## config.mk

```make
export PLATFORM = sky130hd
export DESIGN_NAME = codec_init_top
export DESIGN_NICKNAME = d
export VERILOG_FILES = /design/src/common/codec_pkg.sv /design/src/common/i2c_pkg.sv /design/src/i2c_master/i2c_write_engine.sv /design/src/codec_init_regs.sv /design/src/codec_init_top.sv /design/src/init_sequencer.sv
export SDC_FILE = /design/constraint.sdc
export NUM_CORES = 1
export LEC_CHECK = 0
export BUFFER_PORTS_ARGS = -buffer_cell sky130_fd_sc_hd__buf_2
export CAP_MARGIN = 20
export CORE_UTILIZATION = 61
export DETAILED_ROUTE_END_ITERATION = 10
export PLACE_DENSITY = 0.81
export SLEW_MARGIN = 40
export SYNTH_ARGS = -nofsm -noshare
export SYNTH_HDL_FRONTEND = slang
export SYNTH_HIERARCHICAL = 1
export SYNTH_SLANG_ARGS = --single-unit
```

## constraint.sdc

```tcl
create_clock -name i_clk -period 3.3 [get_ports i_clk]
set_input_delay 0.66 -clock i_clk [delete_from_list [all_inputs] [get_ports i_clk]]
set_output_delay 0.66 -clock i_clk [all_outputs]
set_load 0.05 [all_outputs]
```

## src/common/codec_pkg.sv

```systemverilog
package codec_pkg;

    // codec write address, forms the bus byte 0x34.
    localparam logic [6:0] CODEC_DEV_ADDR = 7'h1a;

    localparam int N_INIT_CMDS = 11;
    localparam int CMD_IDX_W   = 4;

    // host register map.
    localparam logic [1:0] REG_CTRL   = 2'd0;
    localparam logic [1:0] REG_CLKDIV = 2'd1;
    localparam logic [1:0] REG_STATUS = 2'd2;

    typedef struct packed {
        logic [7:0] dev_byte;
        logic [7:0] reg_byte;
        logic [7:0] dat_byte;
    } codec_bytes_t;

    // data bit 8 lands in the low bit of reg_byte.
    typedef struct packed {
        logic [6:0] dev_addr;
        logic       rw;
        logic [6:0] reg_addr;
        logic [8:0] reg_data;
    } codec_fields_t;

    typedef union packed {
        codec_bytes_t  bytes;
        codec_fields_t fields;
    } codec_cmd_u;

    typedef struct packed {
        logic [15-CMD_IDX_W-3:0] pad;
        logic [CMD_IDX_W-1:0]    cmd_idx;
        logic                    nack_err;
        logic                    done;
        logic                    busy;
    } status_t;

    function automatic codec_cmd_u make_write(input logic [6:0] addr, input logic [8:0] data);
        codec_cmd_u cmd;
        cmd.fields.dev_addr = CODEC_DEV_ADDR;
        cmd.fields.rw       = 1'b0;
        cmd.fields.reg_addr = addr;
        cmd.fields.reg_data = data;
        return cmd;
    endfunction

    // reset register first, then registers 0 to 9.
    localparam codec_cmd_u INIT_TABLE [N_INIT_CMDS] = '{
        make_write(7'd15, 9'h000),
        make_write(7'd0,  9'h097),
        make_write(7'd1,  9'h097),
        make_write(7'd2,  9'h079),
        make_write(7'd3,  9'h079),
        make_write(7'd4,  9'h015),
        make_write(7'd5,  9'h000),
        make_write(7'd6,  9'h000),
        make_write(7'd7,  9'h042),
        make_write(7'd8,  9'h019),
        make_write(7'd9,  9'h001)
    };

endpackage

```

## src/common/i2c_pkg.sv

```systemverilog
package i2c_pkg;

    // write engine states.
    typedef enum logic [2:0] {
        IDLE,
        START,
        BIT,
        ACK,
        STOP,
        DONE
    } i2c_state_e;

    // three bytes per codec write: address, register, data.
    localparam int BYTES_PER_CMD = 3;
    localparam int BITS_PER_BYTE = 8;

    localparam int BYTE_CNT_W = $clog2(BYTES_PER_CMD);
    localparam int BIT_CNT_W  = $clog2(BITS_PER_BYTE);

endpackage

```

## src/i2c_master/i2c_write_engine.sv

```systemverilog
`timescale 1ns/100ps

module i2c_write_engine
    import codec_pkg::*;
    import i2c_pkg::*;
#(
    parameter int DIV_W = 16
) (
    input  logic             i_clk,
    input  logic             i_rst_n,
    input  logic [DIV_W-1:0] i_clkdiv,
    input  logic             i_cmd_req,
    input  codec_cmd_u       i_cmd_word,
    input  logic             i_sda,
    output logic             o_cmd_ack,
    output logic             o_cmd_nack,
    output logic             o_scl,
    output logic             o_sda_oe
);

    localparam logic [BIT_CNT_W-1:0]  LAST_BIT  = BIT_CNT_W'(BITS_PER_BYTE - 1);
    localparam logic [BYTE_CNT_W-1:0] LAST_BYTE = BYTE_CNT_W'(BYTES_PER_CMD - 1);

    i2c_state_e            state_q;
    logic [DIV_W-1:0]      qcnt_q;
    logic [1:0]            phase_q;
    logic [BIT_CNT_W-1:0]  bit_cnt_q;
    logic [BYTE_CNT_W-1:0] byte_cnt_q;
    logic [23:0]           shift_q;
    logic                  scl_q;
    logic                  sda_oe_q;
    logic                  ack_q;
    logic                  nack_q;
    logic                  active;
    logic                  tick;

    ////////////////////////////////////////
    // quarter-bit timing
    ////////////////////////////////////////

    assign active = (state_q != IDLE) && (state_q != DONE);

    // one quarter is clkdiv+1 clocks.
    assign tick = active && (qcnt_q >= i_clkdiv);

    ////////////////////////////////////////
    // byte shifter
    ////////////////////////////////////////

    always_ff @(posedge i_clk) begin
        if (state_q == IDLE && i_cmd_req) begin
            shift_q <= {i_cmd_word.bytes.dev_byte,
                        i_cmd_word.bytes.reg_byte,
                        i_cmd_word.bytes.dat_byte};
        end else if (tick && state_q == BIT && phase_q == 2'd3) begin
            shift_q <= {shift_q[22:0], 1'b0};
        end
    end

    ////////////////////////////////////////
    // bus sequencing
    ////////////////////////////////////////

    // phases 0,1 are scl low and 2,3 scl high.
    always_ff @(posedge i_clk or negedge i_rst_n) begin
        if (!i_rst_n) begin
            state_q    <= IDLE;
            qcnt_q     <= '0;
            phase_q    <= '0;
            bit_cnt_q  <= '0;
            byte_cnt_q <= '0;
            scl_q      <= 1'b1;
            sda_oe_q   <= 1'b0;
            ack_q      <= 1'b0;
            nack_q     <= 1'b0;
        end else begin
            if (!active || tick) begin
                qcnt_q <= '0;
            end else begin
                qcnt_q <= qcnt_q + 1'b1;
            end
            if (tick) begin
                phase_q <= phase_q + 1'b1;
            end

            case (state_q)
                IDLE: begin
                    phase_q <= '0;
                    if (i_cmd_req) begin
                        // start condition, sda falls with scl high.
                        sda_oe_q   <= 1'b1;
                        bit_cnt_q  <= '0;
                        byte_cnt_q <= '0;
                        nack_q     <= 1'b0;
                        state_q    <= START;
                    end
                end
                START: begin
                    if (tick && phase_q == 2'd1) begin
                        scl_q   <= 1'b0;
                        phase_q <= '0;
                        state_q <= BIT;
                    end
                end
                BIT: begin
                    if (tick) begin
                        case (phase_q)
                            2'd0: sda_oe_q <= ~shift_q[23];
                            2'd1: scl_q <= 1'b1;
                            2'd3: begin
                                scl_q     <= 1'b0;
                                bit_cnt_q <= bit_cnt_q + 1'b1;
                                if (bit_cnt_q == LAST_BIT) begin
                                    state_q <= ACK;
                                end
                            end
                            default: ;
                        endcase
                    end
                end
                ACK: begin
                    if (tick) begin
                        case (phase_q)
                            2'd0: sda_oe_q <= 1'b0;
                            2'd1: scl_q <= 1'b1;
                            2'd2: nack_q <= i_sda;
                            default: begin
                                scl_q <= 1'b0;
                                if (nack_q || byte_cnt_q == LAST_BYTE) begin
                                    state_q <= STOP;
                                end else begin
                                    byte_cnt_q <= byte_cnt_q + 1'b1;
                                    state_q    <= BIT;
                                end
                            end
                        endcase
                    end
                end
                STOP: begin
                    if (tick) begin
                        case (phase_q)
                            2'd0: sda_oe_q <= 1'b1;
                            2'd1: scl_q <= 1'b1;
                            2'd3: begin
                                // sda rises with scl high.
                                sda_oe_q <= 1'b0;
                                ack_q    <= 1'b1;
                                state_q  <= DONE;
                            end
                            default: ;
                        endcase
                    end
                end
                DONE: begin
                    if (!i_cmd_req) begin
                        ack_q   <= 1'b0;
                        state_q <= IDLE;
                    end
                end
                default: state_q <= IDLE;
            endcase
        end
    end

    assign o_cmd_ack  = ack_q;
    assign o_cmd_nack = nack_q;
    assign o_scl      = scl_q;
    assign o_sda_oe   = sda_oe_q;

endmodule

```

## src/codec_init_regs.sv

```systemverilog
`timescale 1ns/100ps

module codec_init_regs
    import codec_pkg::*;
#(
    parameter int DIV_W     = 16,
    parameter int DIV_RESET = 24
) (
    input  logic                 i_clk,
    input  logic                 i_rst_n,
    input  logic                 i_reg_wr,
    input  logic [1:0]           i_reg_addr,
    input  logic [15:0]          i_reg_wdata,
    input  logic                 i_busy,
    input  logic                 i_done,
    input  logic                 i_nack_err,
    input  logic [CMD_IDX_W-1:0] i_cmd_idx,
    output logic [15:0]          o_reg_rdata,
    output logic                 o_start,
    output logic [DIV_W-1:0]     o_clkdiv
);

    logic [DIV_W-1:0] div_q;
    logic             start_q;
    status_t          status;

    ////////////////////////////////////////
    // host writes
    ////////////////////////////////////////

    always_ff @(posedge i_clk or negedge i_rst_n) begin
        if (!i_rst_n) begin
            div_q   <= DIV_W'(DIV_RESET);
            start_q <= 1'b0;
        end else begin
            // ctrl bit 0 is self clearing.
            start_q <= i_reg_wr && (i_reg_addr == REG_CTRL) && i_reg_wdata[0];
            if (i_reg_wr && (i_reg_addr == REG_CLKDIV)) begin
                div_q <= i_reg_wdata[DIV_W-1:0];
            end
        end
    end

    assign o_start  = start_q;
    assign o_clkdiv = div_q;

    ////////////////////////////////////////
    // host reads
    ////////////////////////////////////////

    always_comb begin
        status          = '0;
        status.busy     = i_busy;
        status.done     = i_done;
        status.nack_err = i_nack_err;
        status.cmd_idx  = i_cmd_idx;
    end

    always_comb begin
        case (i_reg_addr)
            REG_CLKDIV: o_reg_rdata = 16'(div_q);
            REG_STATUS: o_reg_rdata = status;
            default:    o_reg_rdata = 16'h0000;
        endcase
    end

endmodule

```

## src/codec_init_top.sv

```systemverilog
`timescale 1ns/100ps

module codec_init_top
    import codec_pkg::*;
#(
    parameter int DIV_W     = 16,
    parameter int DIV_RESET = 24
) (
    input  logic        i_clk,
    input  logic        i_rst_n,
    input  logic        i_reg_wr,
    input  logic [1:0]  i_reg_addr,
    input  logic [15:0] i_reg_wdata,
    output logic [15:0] o_reg_rdata,
    output logic        o_scl,
    output logic        o_sda_oe,
    input  logic        i_sda
);

    logic                 start;
    logic [DIV_W-1:0]     clkdiv;
    logic                 busy;
    logic                 done;
    logic                 nack_err;
    logic [CMD_IDX_W-1:0] cmd_idx;
    logic                 cmd_req;
    logic                 cmd_ack;
    logic                 cmd_nack;
    codec_cmd_u           cmd_word;

    codec_init_regs #(
        .DIV_W     (DIV_W),
        .DIV_RESET (DIV_RESET)
    ) i_codec_init_regs (
        .i_clk       (i_clk),
        .i_rst_n     (i_rst_n),
        .i_reg_wr    (i_reg_wr),
        .i_reg_addr  (i_reg_addr),
        .i_reg_wdata (i_reg_wdata),
        .i_busy      (busy),
        .i_done      (done),
        .i_nack_err  (nack_err),
        .i_cmd_idx   (cmd_idx),
        .o_reg_rdata (o_reg_rdata),
        .o_start     (start),
        .o_clkdiv    (clkdiv)
    );

    init_sequencer i_init_sequencer (
        .i_clk      (i_clk),
        .i_rst_n    (i_rst_n),
        .i_start    (start),
        .i_cmd_ack  (cmd_ack),
        .i_cmd_nack (cmd_nack),
        .o_cmd_req  (cmd_req),
        .o_cmd_word (cmd_word),
        .o_busy     (busy),
        .o_done     (done),
        .o_nack_err (nack_err),
        .o_cmd_idx  (cmd_idx)
    );

    i2c_write_engine #(
        .DIV_W (DIV_W)
    ) i_i2c_write_engine (
        .i_clk      (i_clk),
        .i_rst_n    (i_rst_n),
        .i_clkdiv   (clkdiv),
        .i_cmd_req  (cmd_req),
        .i_cmd_word (cmd_word),
        .i_sda      (i_sda),
        .o_cmd_ack  (cmd_ack),
        .o_cmd_nack (cmd_nack),
        .o_scl      (o_scl),
        .o_sda_oe   (o_sda_oe)
    );

endmodule

```

## src/init_sequencer.sv

```systemverilog
`timescale 1ns/100ps

module init_sequencer
    import codec_pkg::*;
(
    input  logic                 i_clk,
    input  logic                 i_rst_n,
    input  logic                 i_start,
    input  logic                 i_cmd_ack,
    input  logic                 i_cmd_nack,
    output logic                 o_cmd_req,
    output codec_cmd_u           o_cmd_word,
    output logic                 o_busy,
    output logic                 o_done,
    output logic                 o_nack_err,
    output logic [CMD_IDX_W-1:0] o_cmd_idx
);

    localparam logic [1:0] SEQ_IDLE    = 2'd0;
    localparam logic [1:0] SEQ_REQ     = 2'd1;
    localparam logic [1:0] SEQ_ACK_LOW = 2'd2;

    localparam logic [CMD_IDX_W-1:0] LAST_IDX = CMD_IDX_W'(N_INIT_CMDS - 1);

    logic [1:0]           state_q;
    logic [CMD_IDX_W-1:0] idx_q;
    logic                 req_q;
    logic                 nack_seen_q;
    logic                 busy_q;
    logic                 done_q;
    logic                 nack_err_q;

    always_ff @(posedge i_clk or negedge i_rst_n) begin
        if (!i_rst_n) begin
            state_q     <= SEQ_IDLE;
            idx_q       <= '0;
            req_q       <= 1'b0;
            nack_seen_q <= 1'b0;
            busy_q      <= 1'b0;
            done_q      <= 1'b0;
            nack_err_q  <= 1'b0;
        end else begin
            case (state_q)
                SEQ_IDLE: begin
                    if (i_start) begin
                        idx_q      <= '0;
                        req_q      <= 1'b1;
                        busy_q     <= 1'b1;
                        done_q     <= 1'b0;
                        nack_err_q <= 1'b0;
                        state_q    <= SEQ_REQ;
                    end
                end
                SEQ_REQ: begin
                    if (i_cmd_ack) begin
                        req_q       <= 1'b0;
                        nack_seen_q <= i_cmd_nack;
                        state_q     <= SEQ_ACK_LOW;
                    end
                end
                SEQ_ACK_LOW: begin
                    // handshake is complete once ack drops.
                    if (!i_cmd_ack) begin
                        if (nack_seen_q) begin
                            nack_err_q <= 1'b1;
                            busy_q     <= 1'b0;
                            state_q    <= SEQ_IDLE;
                        end else if (idx_q == LAST_IDX) begin
                            done_q  <= 1'b1;
                            busy_q  <= 1'b0;
                            state_q <= SEQ_IDLE;
                        end else begin
                            idx_q   <= idx_q + 1'b1;
                            req_q   <= 1'b1;
                            state_q <= SEQ_REQ;
                        end
                    end
                end
                default: state_q <= SEQ_IDLE;
            endcase
        end
    end

    // index only moves with req and ack both low.
    assign o_cmd_word = INIT_TABLE[idx_q];
    assign o_cmd_req  = req_q;
    assign o_cmd_idx  = idx_q;
    assign o_busy     = busy_q;
    assign o_done     = done_q;
    assign o_nack_err = nack_err_q;

endmodule
```

==> flow_summary.toml, run 1 <==
[worst_setup_path]
cp.arrival_ns = 2.90
startpoint_type = "flip-flop"
crit_type = "flip-flop to flip-flop"
ff2ff_setup_slack_ns = 0.39
cp-end-kind = "flip-flop"
crit_fanout = 24
cp.required_ns = 3.29

[power_and_ir_drop]
p_comb_share_pct = 21.1
p_clk_share_pct = 27.1
power_density_mw_per_mm2 = 463
sw_frac_of_total_pct = 31.8
p_switching_uw = 796
p_seq_share_pct = 51.7
vdd_drop_max_v = 0.000284
p_int_uw = 1700
p_leak_uw = 0.00255

[die]
ios = 40
die_height_um = 92.8
fp.coreArea_mm2 = 0.00785
die_w_um = 92.8
initial_core_util_pct = 64.0
rows = 32
die_area_mm2 = 0.00860

[cts]
post-cts-setup-buffer-count = 0
cts_made_buffers = 9
clockBufferDepth = 2
cts_hold_buffers = 0
cts.sinks = 82
insertion_delay_ns = 0.35
cts_tree = "built"
cts.clk_slew.worst_paths_ns = 0.08
post_cts_resized = 0
h-tree-depth = 3
cts_root_buf = "clkbuf_8"

[logic_synthesis]
yosys_warnings = 6
synth-seq-cells = 82
synth.distinct_cells = 66
synth-edff-count = 24
synth_top_area_share_pct = 27.4
syn_area_mm2 = 0.00502
seq_area_frac_synth_pct = 43.3
async_flop_share_pct = 70.7
synthTopCellsByArea = "dfrtp_1 (27%), edfxtp_1 (14%), ha_1 (8.2%), nand2_1 (7.5%), mux2_4 (3.0%)"
syn_inst = 521
syn_area_per_cell_um2 = 9.64
synth-main-ff-cell = "dfrtp_1"
yosys.area.top_type = "dfrtp_1"

[sta]
max_slew.worst_pin.slew_ns = 0.742
timing.fmax_ghz = 0.343
rsz0062_at_grt = "false"
finalCritPeriodShare_pct = 88.3
hold_violations = 0
setup_tns_ns = 0
fin_skew_ns = 0.0116
setup-violations-final = 0
fin_crit_ns = 2.91
relSlewSlack_pct = 50.5
slew_viol_final = 0

[detailed_routing]
viasPerCell = 5.77
routed-via-count = 3815
wl_mm = 10.4
first_pass_iters = 5
ant_nets = 0
drt_iter0_markers = 202
wl_per_cell_um = 15.8
drc_errors = 0

[grt]
grt_antenna_before_repair = 0
met3_usage_pct = 4.93
grtUsageMet1_pct = 36.4
grt.total_usage_pct = 25.9
grt-ovfl-total = 0
use_met2_pct = 40.4
grt_busiest_layer = "met2"
grt_pass1_wl_mm = 17.4
grt_pass1_vias = 3631
grt_max_degree = 40

[place]
port_buffers = 39
hpwl_mm = 7.19
dp_cells = 645
place_congestion = 0.851

[layout]
layout-drive-gt1-share_pct = 17.0
finalNonFillerCells = 661
fillers = 600
final_net_count = 609
insertedDiodeCount = 0
area_delta_synth_final_pct = 7.42

[hold_path]
min_path_type = "input pin to async pin"

[job]
max_cap_viol_count = 0

[status]
outcome = "completed"
[metrics by stage]
step	instance area [um2]	hold WS (ns)	util [%]	setup slack [ns]	total power [uW]
after floorplan	5060	0.364	-	0.630	1680
after global placement	5220	0.464	66.5	0.494	1790
after detailed placement	5220	0.478	66.5	0.387	1830
after CTS	5400	0.287	68.8	0.392	2500
after global routing	5400	0.308	68.8	0.245	2620
final	5400	0.275	68.8	0.386	2500
[power by group through the flow]
stage | Sequential [uW] | Combinational, uW | Clock, uW
after CTS | 1290 | 526 | 690
after global placement | 1300 | 490 | 0
after global routing | 1310 | 585 | 729
after detailed placement | 1300 | 522 | 0
after floorplan | 1260 | 412 | 0
final | 1290 | 528 | 678
[state kept, by name, summed over array words and instances, names as in the netlist, 2 cells and up]
name                           count
i_i2c_write_engine/qcnt_q         16
i_i2c_write_engine/byte_cnt_q      2
i_init_sequencer/state_q           2
i_i2c_write_engine/phase_q         2
i_i2c_write_engine/shift_q        24
i_i2c_write_engine/bit_cnt_q       3
i_i2c_write_engine/state_q         3
i_init_sequencer/o_cmd_idx         4
i_codec_init_regs/o_clkdiv        16
[critical path, cell delays in order, from the launching register on]
cell and delay (ns):
dfstp_2 0.54, inv_1 0.05, ha_1 0.27, and4_1 0.19
o21ai_1 0.07, o41a_1 0.35, and2_4 0.25, nor3_4 0.30
or2_2 0.53
[routing by layer]
layer,share of wire (%),up-vias
li1,-,1827
met1,46,1851
met2,47,122
met3,5.5,15
met4,1.3,0
met5,0,-
[worst paths after layout]
kind / from / end / depth (start not counted)
min in group i_clk: i_i2c_write_engine/byte_cnt_q[0]$_DFFE_PN0P_ / i_i2c_write_engine/byte_cnt_q[0]$_DFFE_PN0P_ / 1
hold / removal: i_rst_n / i_i2c_write_engine/o_sda_oe$_DFFE_PN0P_ / 1
setup / recovery: i_codec_init_regs/o_clkdiv[4]$_DFFE_PN1P_ / i_i2c_write_engine/shift_q[3]$_DFFE_PP_ / 8
max in group asynchronous: i_rst_n / i_codec_init_regs/o_clkdiv[11]$_DFFE_PN0P_ / 2
hold reg to reg: i_i2c_write_engine/byte_cnt_q[0]$_DFFE_PN0P_ / i_i2c_write_engine/byte_cnt_q[0]$_DFFE_PN0P_ / 1
setup reg to reg: i_codec_init_regs/o_clkdiv[4]$_DFFE_PN1P_ / i_i2c_write_engine/shift_q[3]$_DFFE_PP_ / 8
[synthesized netlist by cell type, drive strengths merged, types with 2 or more instances]
cell and count:
nor4b 3, or2 2, o22ai 3, and3 13
mux2i 10, nand3b 3, dfstp 3, mux2 18
nor2 34, ha 33, inv 38, nand4 6
a22oi 9, and2 3, nor3 9, o21ai 21
nor2b 12, conb 2, xor2 7, a21boi 3
nand2 102, a2111oi 3, clkbuf 10, a31oi 2
and4 2, edfxtp 24, xnor2 10, nand2b 8
dfrtp 55, a21o 3, buf 21, a41oi 2
a211oi 4, a21oi 15, o22a 3, nand3 10
a311o 2
[final cells by class]
type	count	area, um2	area share (%)
Sequential cell	82	2180	40.3
Clock buffer	14	164	3.04
Timing Repair Buffer	43	228	4.22
Tap cell	102	128	2.36
Clock inverter	2	12.5	0.232
Inverter	38	143	2.64
Multi-Input combinational cell	380	2550	47.2
[cell usage in the layout, fill, tap and decap left out, drive strengths merged, types with 15 or more instances in the layout]
cell	n
buf	43
nor2	34
mux2	18
edfxtp	24
inv	38
o21ai	21
ha	33
dfrtp	55
nand2	102
a21oi	15
[cell families (layout without fill, tap and decap cells)]
logic type               Yosys count  count (layout)  share of synthesized area [%]
multiplexers                      28              28                           6.77
buffers and inverters             69              97                           6.87
AND/OR/NAND/NOR                  210             210                           20.4
adder cells (fa/ha/maj)           33              33                           8.22
other                              2              12                          0.149
XOR/XNOR                          17              17                           2.96
flip-flops                        82              82                           43.3
AO/OA/AOI/OAI                     80              80                           11.3
No activity file was read; power rests on OpenSTA's default activity.
==> inputs of run 2 (changes only) <==
--- a/config.mk
+++ b/config.mk
@@ -5,9 +5,11 @@
 export SDC_FILE = /design/constraint.sdc
 export NUM_CORES = 1
 export LEC_CHECK = 0
+export ABC_AREA = 1
 export BUFFER_PORTS_ARGS = -buffer_cell sky130_fd_sc_hd__buf_2
 export CAP_MARGIN = 20
 export CORE_UTILIZATION = 61
+export CTS_CLUSTER_DIAMETER = 200
 export DETAILED_ROUTE_END_ITERATION = 10
 export PLACE_DENSITY = 0.81
 export SLEW_MARGIN = 40
==> run 2 against run 1 <==
Design area grew 1.2%. Register-to-register slack gained 0.45 ns. Fmax grew 10%. Worst hold slack gained 0.076 ns. Sequential cell count is the same. Synthesized cell count grew 16%. Combinational power grew 140%. Setup slack gained 0.27 ns. Synthesized area grew 0.37%. Core utilization grew 0.80 points. Non-clock buffer count is the same. Largest cell class unchanged.
==> flow_summary.toml, run 2 <==
[detailed_routing]
routed-via-count = 3991
drt_iter0_markers = 176
ant_nets = 0
wl_met2_mm = 4.76
wl_mm = 9.71
drc_errors = 0
topRoutingLayerUsed = "met4"
wl_met3_um = 374
viasPerCell = 5.34
first_pass_iters = 5
wl_met1_mm = 4.38
wl_per_cell_um = 13.0

[logic_synthesis]
syn_area_per_cell_um2 = 8.38
syn_area_mm2 = 0.00504
synthTopCellsByArea = "dfrtp_1 (27%), edfxtp_1 (14%), nand2_1 (9.9%), ha_1 (8.2%), inv_1 (5.9%)"
yosys.area.top_type = "dfrtp_1"
synth_common_cells = "nand2_1 (133), inv_1 (79), dfrtp_1 (55)"
synth.distinct_cells = 44
synth-edff-count = 24
syn_inst = 602
synth-seq-cells = 82
seq_area_frac_synth_pct = 43.2
synth-main-ff-cell = "dfrtp_1"
async_flop_share_pct = 70.7
synth.most_common_cell = "nand2_1"
synth_top_area_share_pct = 27.3
yosys_warnings = 6

[cts]
h-tree-depth = 3
post_cts_resized = 0
cts_hold_buffers = 0
cts_made_buffers = 9
post-cts-setup-buffer-count = 0
cts.clk_slew.worst_paths_ns = 0.08
cts.sinks = 82
insertion_delay_ns = 0.35
clockBufferDepth = 2
cts_root_buf = "clkbuf_8"
cts_tree = "built"

[layout]
fin_util_pct = 69.6
insertedDiodeCount = 0
final_net_count = 695
largest_reg_flops = 24
regMostFlops = "i_i2c_write_engine/shift_q"
final_common_cell = "nand2_1"
area_delta_synth_final_pct = 8.26
fillers = 613
layout-drive-gt1-share_pct = 18.1
layout_common_cells = "nand2_1 (133), inv_1 (79), dfrtp_1 (55), nand3_1 (52), nor2_1 (48)"

[job]
max_cap_viol_count = 0

[sta]
hold_violations = 0
finalCritPeriodShare_pct = 80.2
slew_viol_final = 0
setup-violations-final = 0
rsz0062_at_grt = "false"
setup_tns_ns = 0
timing.fmax_ghz = 0.378
relSlewSlack_pct = 52.8
fin_crit_ns = 2.65
max_slew.worst_pin.slew_ns = 0.708
fin_skew_ns = 0.00900
fin_ws_ns = 0.652

[worst_setup_path]
path_cells = "buf_2 -> inv_1 -> ha_1 -> nand2_2 -> nor2_1 -> buf_2"
crit_top_cell = "buf_2"
crit_fanout = 15
slowest_delay_ns = 0.56
cp-end-kind = "primary output"
slowest_stage = "ha_1"
cp.arrival_ns = 1.99
cp_top_family = "adder cells"
cp.required_ns = 2.64
worst-path-buf-inv = 3
startpoint_type = "input pin"
crit_type = "input pin to primary output"

[hold_path]
min_path_type = "input pin to async pin"

[grt]
grt_pass1_wl_mm = 16.6
grt.total_usage_pct = 24.4
grt-ovfl-total = 0
grt_pass1_vias = 3834
grt_max_degree = 34
grt_antenna_before_repair = 0

[die]
initial_core_util_pct = 64.3
ios = 40
die_height_um = 92.9
die_area_mm2 = 0.00863
fp.coreArea_mm2 = 0.00785
die_w_um = 92.9
rows = 32

[place]
dpl_worst_slack_ns = 0.675
port_buffers = 39
place_congestion = 0.892
hpwl_mm = 7.21

[status]
outcome = "completed"

[power_and_ir_drop]
power_density_mw_per_mm2 = 666
p_leak_uw = 0.00277
vdd_drop_max_v = 0.000451
run 2: where the power goes:
part | internal (uW) | total, uW | switching [uW]
combinational | 443 | 1290 | 843
clock | 395 | 766 | 371
sequential | 1420 | 1580 | 168
run 2: kinds of logic after synthesis:
logic type | after synthesis | synth area share (%)
compound gates | 65 | 7.35
xor+xnor | 3 | 0.521
fa+ha+maj | 33 | 8.19
buf+inv | 114 | 10.3
flops | 82 | 43.2
mux | 23 | 5.14
other cells | 2 | 0.149
simple gates | 280 | 25.2
run 2: per-layer routing:
layer	GRT usage, %	vias to the layer above
li1	-	2004
met1	29.7	1874
met2	42.5	98
met3	4.68	15
met4	9.49	0
met5	0	-
run 2: worst paths after layout:
kind | startpoint | to | slack (ns) | depth (start not counted)
hold reg to reg | i_i2c_write_engine/o_scl$_DFFE_PN1P_ | i_i2c_write_engine/o_scl$_DFFE_PN1P_ | 0.47 | 2
setup reg to reg | i_codec_init_regs/o_clkdiv[3]$_DFFE_PN1P_ | i_i2c_write_engine/qcnt_q[9]$_DFF_PN0_ | 0.84 | 15
setup / recovery | i_reg_addr[0] | o_reg_rdata[15] | 0.65 | 6
max in group asynchronous | i_rst_n | i_i2c_write_engine/o_scl$_DFFE_PN1P_ | 2.20 | 2
hold / removal | i_rst_n | i_codec_init_regs/o_clkdiv[5]$_DFFE_PN0P_ | 0.35 | 1
min in group i_clk | i_i2c_write_engine/o_scl$_DFFE_PN1P_ | i_i2c_write_engine/o_scl$_DFFE_PN1P_ | 0.47 | 2
run 2: stage by stage:
step           instance area, um2  hold WS, ns  total power [uW]  cells
2_1_floorplan                5080        0.364              2580    612
3_3_place_gp                 5250        0.450              2820    731
3_5_place_dp                 5250        0.457              2880    731
4_1_cts                      5460        0.376              3660    747
5_1_grt                      5460        0.403              3900    747
6_report                     5460        0.351              3640    747
run 2: area by class of cell:
type	instances	area [um2]	area share [%]
Clock buffer	11	151	2.77
Sequential cell	82	2180	39.9
Multi-Input combinational cell	416	2380	43.7
Inverter	88	333	6.10
Tap cell	102	128	2.34
Timing Repair Buffer	43	225	4.13
Clock inverter	5	61.3	1.12
==> inputs of run 3 (changes only) <==
--- a/config.mk
+++ b/config.mk
@@ -8,10 +8,10 @@
 export ABC_AREA = 1
 export BUFFER_PORTS_ARGS = -buffer_cell sky130_fd_sc_hd__buf_2
 export CAP_MARGIN = 20
-export CORE_UTILIZATION = 61
+export CORE_UTILIZATION = 55
 export CTS_CLUSTER_DIAMETER = 200
 export DETAILED_ROUTE_END_ITERATION = 10
-export PLACE_DENSITY = 0.81
+export PLACE_DENSITY = 0.77
 export SLEW_MARGIN = 40
 export SYNTH_ARGS = -nofsm -noshare
 export SYNTH_HDL_FRONTEND = slang
==> constraint.sdc (replaced) <==
create_clock -name i_clk -period 2.31 [get_ports i_clk]
set_input_delay 0.462 -clock i_clk [delete_from_list [all_inputs] [get_ports i_clk]]
set_output_delay 0.462 -clock i_clk [all_outputs]
set_load 0.05 [all_outputs]
==> run 3 against run 2 <==
The run now ends with DRC left. Power rose by 54%. Via count rose by 0.43%. Routed wire length rose by 6.9%. Clock power rose by 34%. Highest routed layer unchanged. Largest power group is now combinational logic. Die area rose by 11%. Non-clock buffer count rose by 8. Combinational power rose by 79%. Critical path depth rose by 7. Clock skew rose by 0.0049 ns.
==> flow_summary.toml, run 3 (synthesized netlist as in run 2, its figures left out) <==
[die]
rows = 34
fp.coreArea_mm2 = 0.00881
initial_core_util_pct = 57.3
die_w_um = 97.8
ios = 40
die_area_mm2 = 0.00956
die_height_um = 97.8

[worst_setup_path]
rr_startpoint = "i_codec_init_regs/o_clkdiv[3]$_DFFE_PN1P_"
cp-end-kind = "flip-flop"
cp.arrival_ns = 2.35
crit_top_cell = "nand2_1"
slowest_stage = "dfstp_2"
path_cells = "inv_2 -> ha_4 -> nand2_2 -> nor2_2 -> nor2_1 -> nand2_1 -> nand2_1 -> nand2_1 -> nand2_2 -> nand3_4 -> nand2_4 -> nor2_4 -> clkbuf_16"
cp.required_ns = 2.38
reg2reg_depth = 13
cp_top_family = "simple AND/OR/NAND/NOR gates"
slowest_delay_ns = 0.57
crit_fanout = 6
worst-path-buf-inv = 2
timing.rr.end = "i_i2c_write_engine/shift_q[6]$_DFFE_PP_"
startpoint_type = "flip-flop"
ff2ff_setup_slack_ns = 0.03
crit_type = "flip-flop to flip-flop"

[detailed_routing]
viasPerCell = 5.27
routed-via-count = 4008
wl_mm = 10.4
drt_iter0_markers = 218
drc_errors = 14
ant_nets = 0
wl_per_cell_um = 13.6
first_pass_iters = 8

[job]
max_cap_viol_count = 0

[status]
outcome = "complete, but fails checks"
failed_checks = "DRC"

[place]
dp_cells = 738
place_congestion = 0.910
hpwl_mm = 7.30
port_buffers = 39

[sta]
hold_violations = 0
relSlewSlack_pct = 63.4
setup-violations-final = 0
fin_crit_ns = 2.28
max_slew.worst_pin.slew_ns = 0.547
slew_viol_final = 0
timing.fmax_ghz = 0.438
fin_skew_ns = 0.0139
finalCritPeriodShare_pct = 98.8

[layout]
insertedDiodeCount = 0
layout_common_cells = "nand2_1 (129), inv_1 (78), dfrtp_1 (55), nand3_1 (51), nor2_1 (47)"
finalNonFillerCells = 761
final_net_count = 703
area_delta_synth_final_pct = 12.4
fillers = 724
largest_reg_flops = 24
fin_util_pct = 64.4
layout-drive-gt1-share_pct = 20.7
final_common_cell = "nand2_1"
regMostFlops = "i_i2c_write_engine/shift_q"

[grt]
grt_antenna_before_repair = 0
grt_pass1_vias = 3752
grt.total_usage_pct = 21.4
grt_pass1_wl_mm = 16.6
grt-ovfl-total = 0
grt_max_degree = 59

[hold_path]
min_path_type = "input pin to async pin"

[cts]
cts_tree = "built"
h-tree-depth = 3
cts_made_buffers = 9
cts_root_buf = "clkbuf_8"
cts_hold_buffers = 0
insertion_delay_ns = 0.35
clockBufferDepth = 2
cts.sinks = 82
cts.clk_slew.worst_paths_ns = 0.09

[power_and_ir_drop]
vdd_drop_max_v = 0.000655
p_leak_uw = 0.00284
power_density_mw_per_mm2 = 988
[run 3: where the power goes]
part / internal (uW) / leakage, uW / switching [uW]
sequential: 2020 / 0.000983 / 242
clock: 491 / 0.0000947 / 538
combinational: 918 / 0.00176 / 1390
total: 3430 / 0.00284 / 2170
[run 3: layout make-up]
type | count | area [um2] | share of cell area [%]
Clock inverter | 4 | 30.0 | 0.530
Multi-Input combinational cell | 416 | 2480 | 43.7
Timing Repair Buffer | 51 | 349 | 6.16
Tap cell | 108 | 135 | 2.38
Sequential cell | 82 | 2180 | 38.4
Clock buffer | 12 | 166 | 2.94
Inverter | 88 | 337 | 5.94
[run 3: metal layers]
layer | vias to the layer above | global-route usage, % | routed length (um)
met3 | 20 | 3.08 | 368
met5 | - | 0 | 0
met2 | 90 | 38.5 | 5280
met4 | 0 | 7.23 | 178
li1 | 2023 | - | -
met1 | 1875 | 26.3 | 4550
[run 3: what timing repair did]
action | CTS | global route
pin swaps | 0 | 4
resized for setup | 1 | 18
gates cloned | 0 | 3
setup buffers | 0 | 4
setup endpoints to repair | 2 | 39
[run 3: through the flow]
step	total power, uW	area (um2)	setup TNS, ns	hold WS [ns]	worst slack [ns]
after global placement	4110	5290	0	0.449	0.124
after detailed placement	4200	5290	0	0.451	0.0107
final	5600	5670	0	0.0995	0.0278
after global routing	5960	5670	-1.18	0.115	-0.0755
after floorplan	3700	5090	0	0.166	0.0630
after CTS	5240	5490	0	0.110	0.0150
[run 3: worst reg2reg max path, stage by stage (launching register included)]
cell and delay [ns]:
dfstp_2 0.57, inv_2 0.05, ha_4 0.26, nand2_2 0.06, nor2_2 0.09, nor2_1 0.05
nand2_1 0.05, nand2_1 0.06, nand2_1 0.08, nand2_2 0.10, nand3_4 0.10, nand2_4 0.08
nor2_4 0.26, clkbuf_16 0.21
[run 3: worst max path at each step]
stage	from	endpoint	cells past startpoint
detailed placement	i_codec_init_regs/o_clkdiv[3]$_DFFE_PN1P_	i_i2c_write_engine/qcnt_q[5]$_DFF_PN0_	14
CTS	i_codec_init_regs/o_clkdiv[3]$_DFFE_PN1P_	i_i2c_write_engine/shift_q[0]$_SDFFCE_PN0P_	13
floorplan	i_codec_init_regs/o_clkdiv[3]$_DFFE_PN1P_	i_i2c_write_engine/shift_q[0]$_SDFFCE_PN0P_	12
finish	i_codec_init_regs/o_clkdiv[3]$_DFFE_PN1P_	i_i2c_write_engine/shift_q[6]$_DFFE_PP_	13
global placement	i_codec_init_regs/o_clkdiv[3]$_DFFE_PN1P_	i_i2c_write_engine/shift_q[0]$_SDFFCE_PN0P_	13
global route	i_codec_init_regs/o_clkdiv[3]$_DFFE_PN1P_	i_i2c_write_engine/shift_q[11]$_DFFE_PP_	13
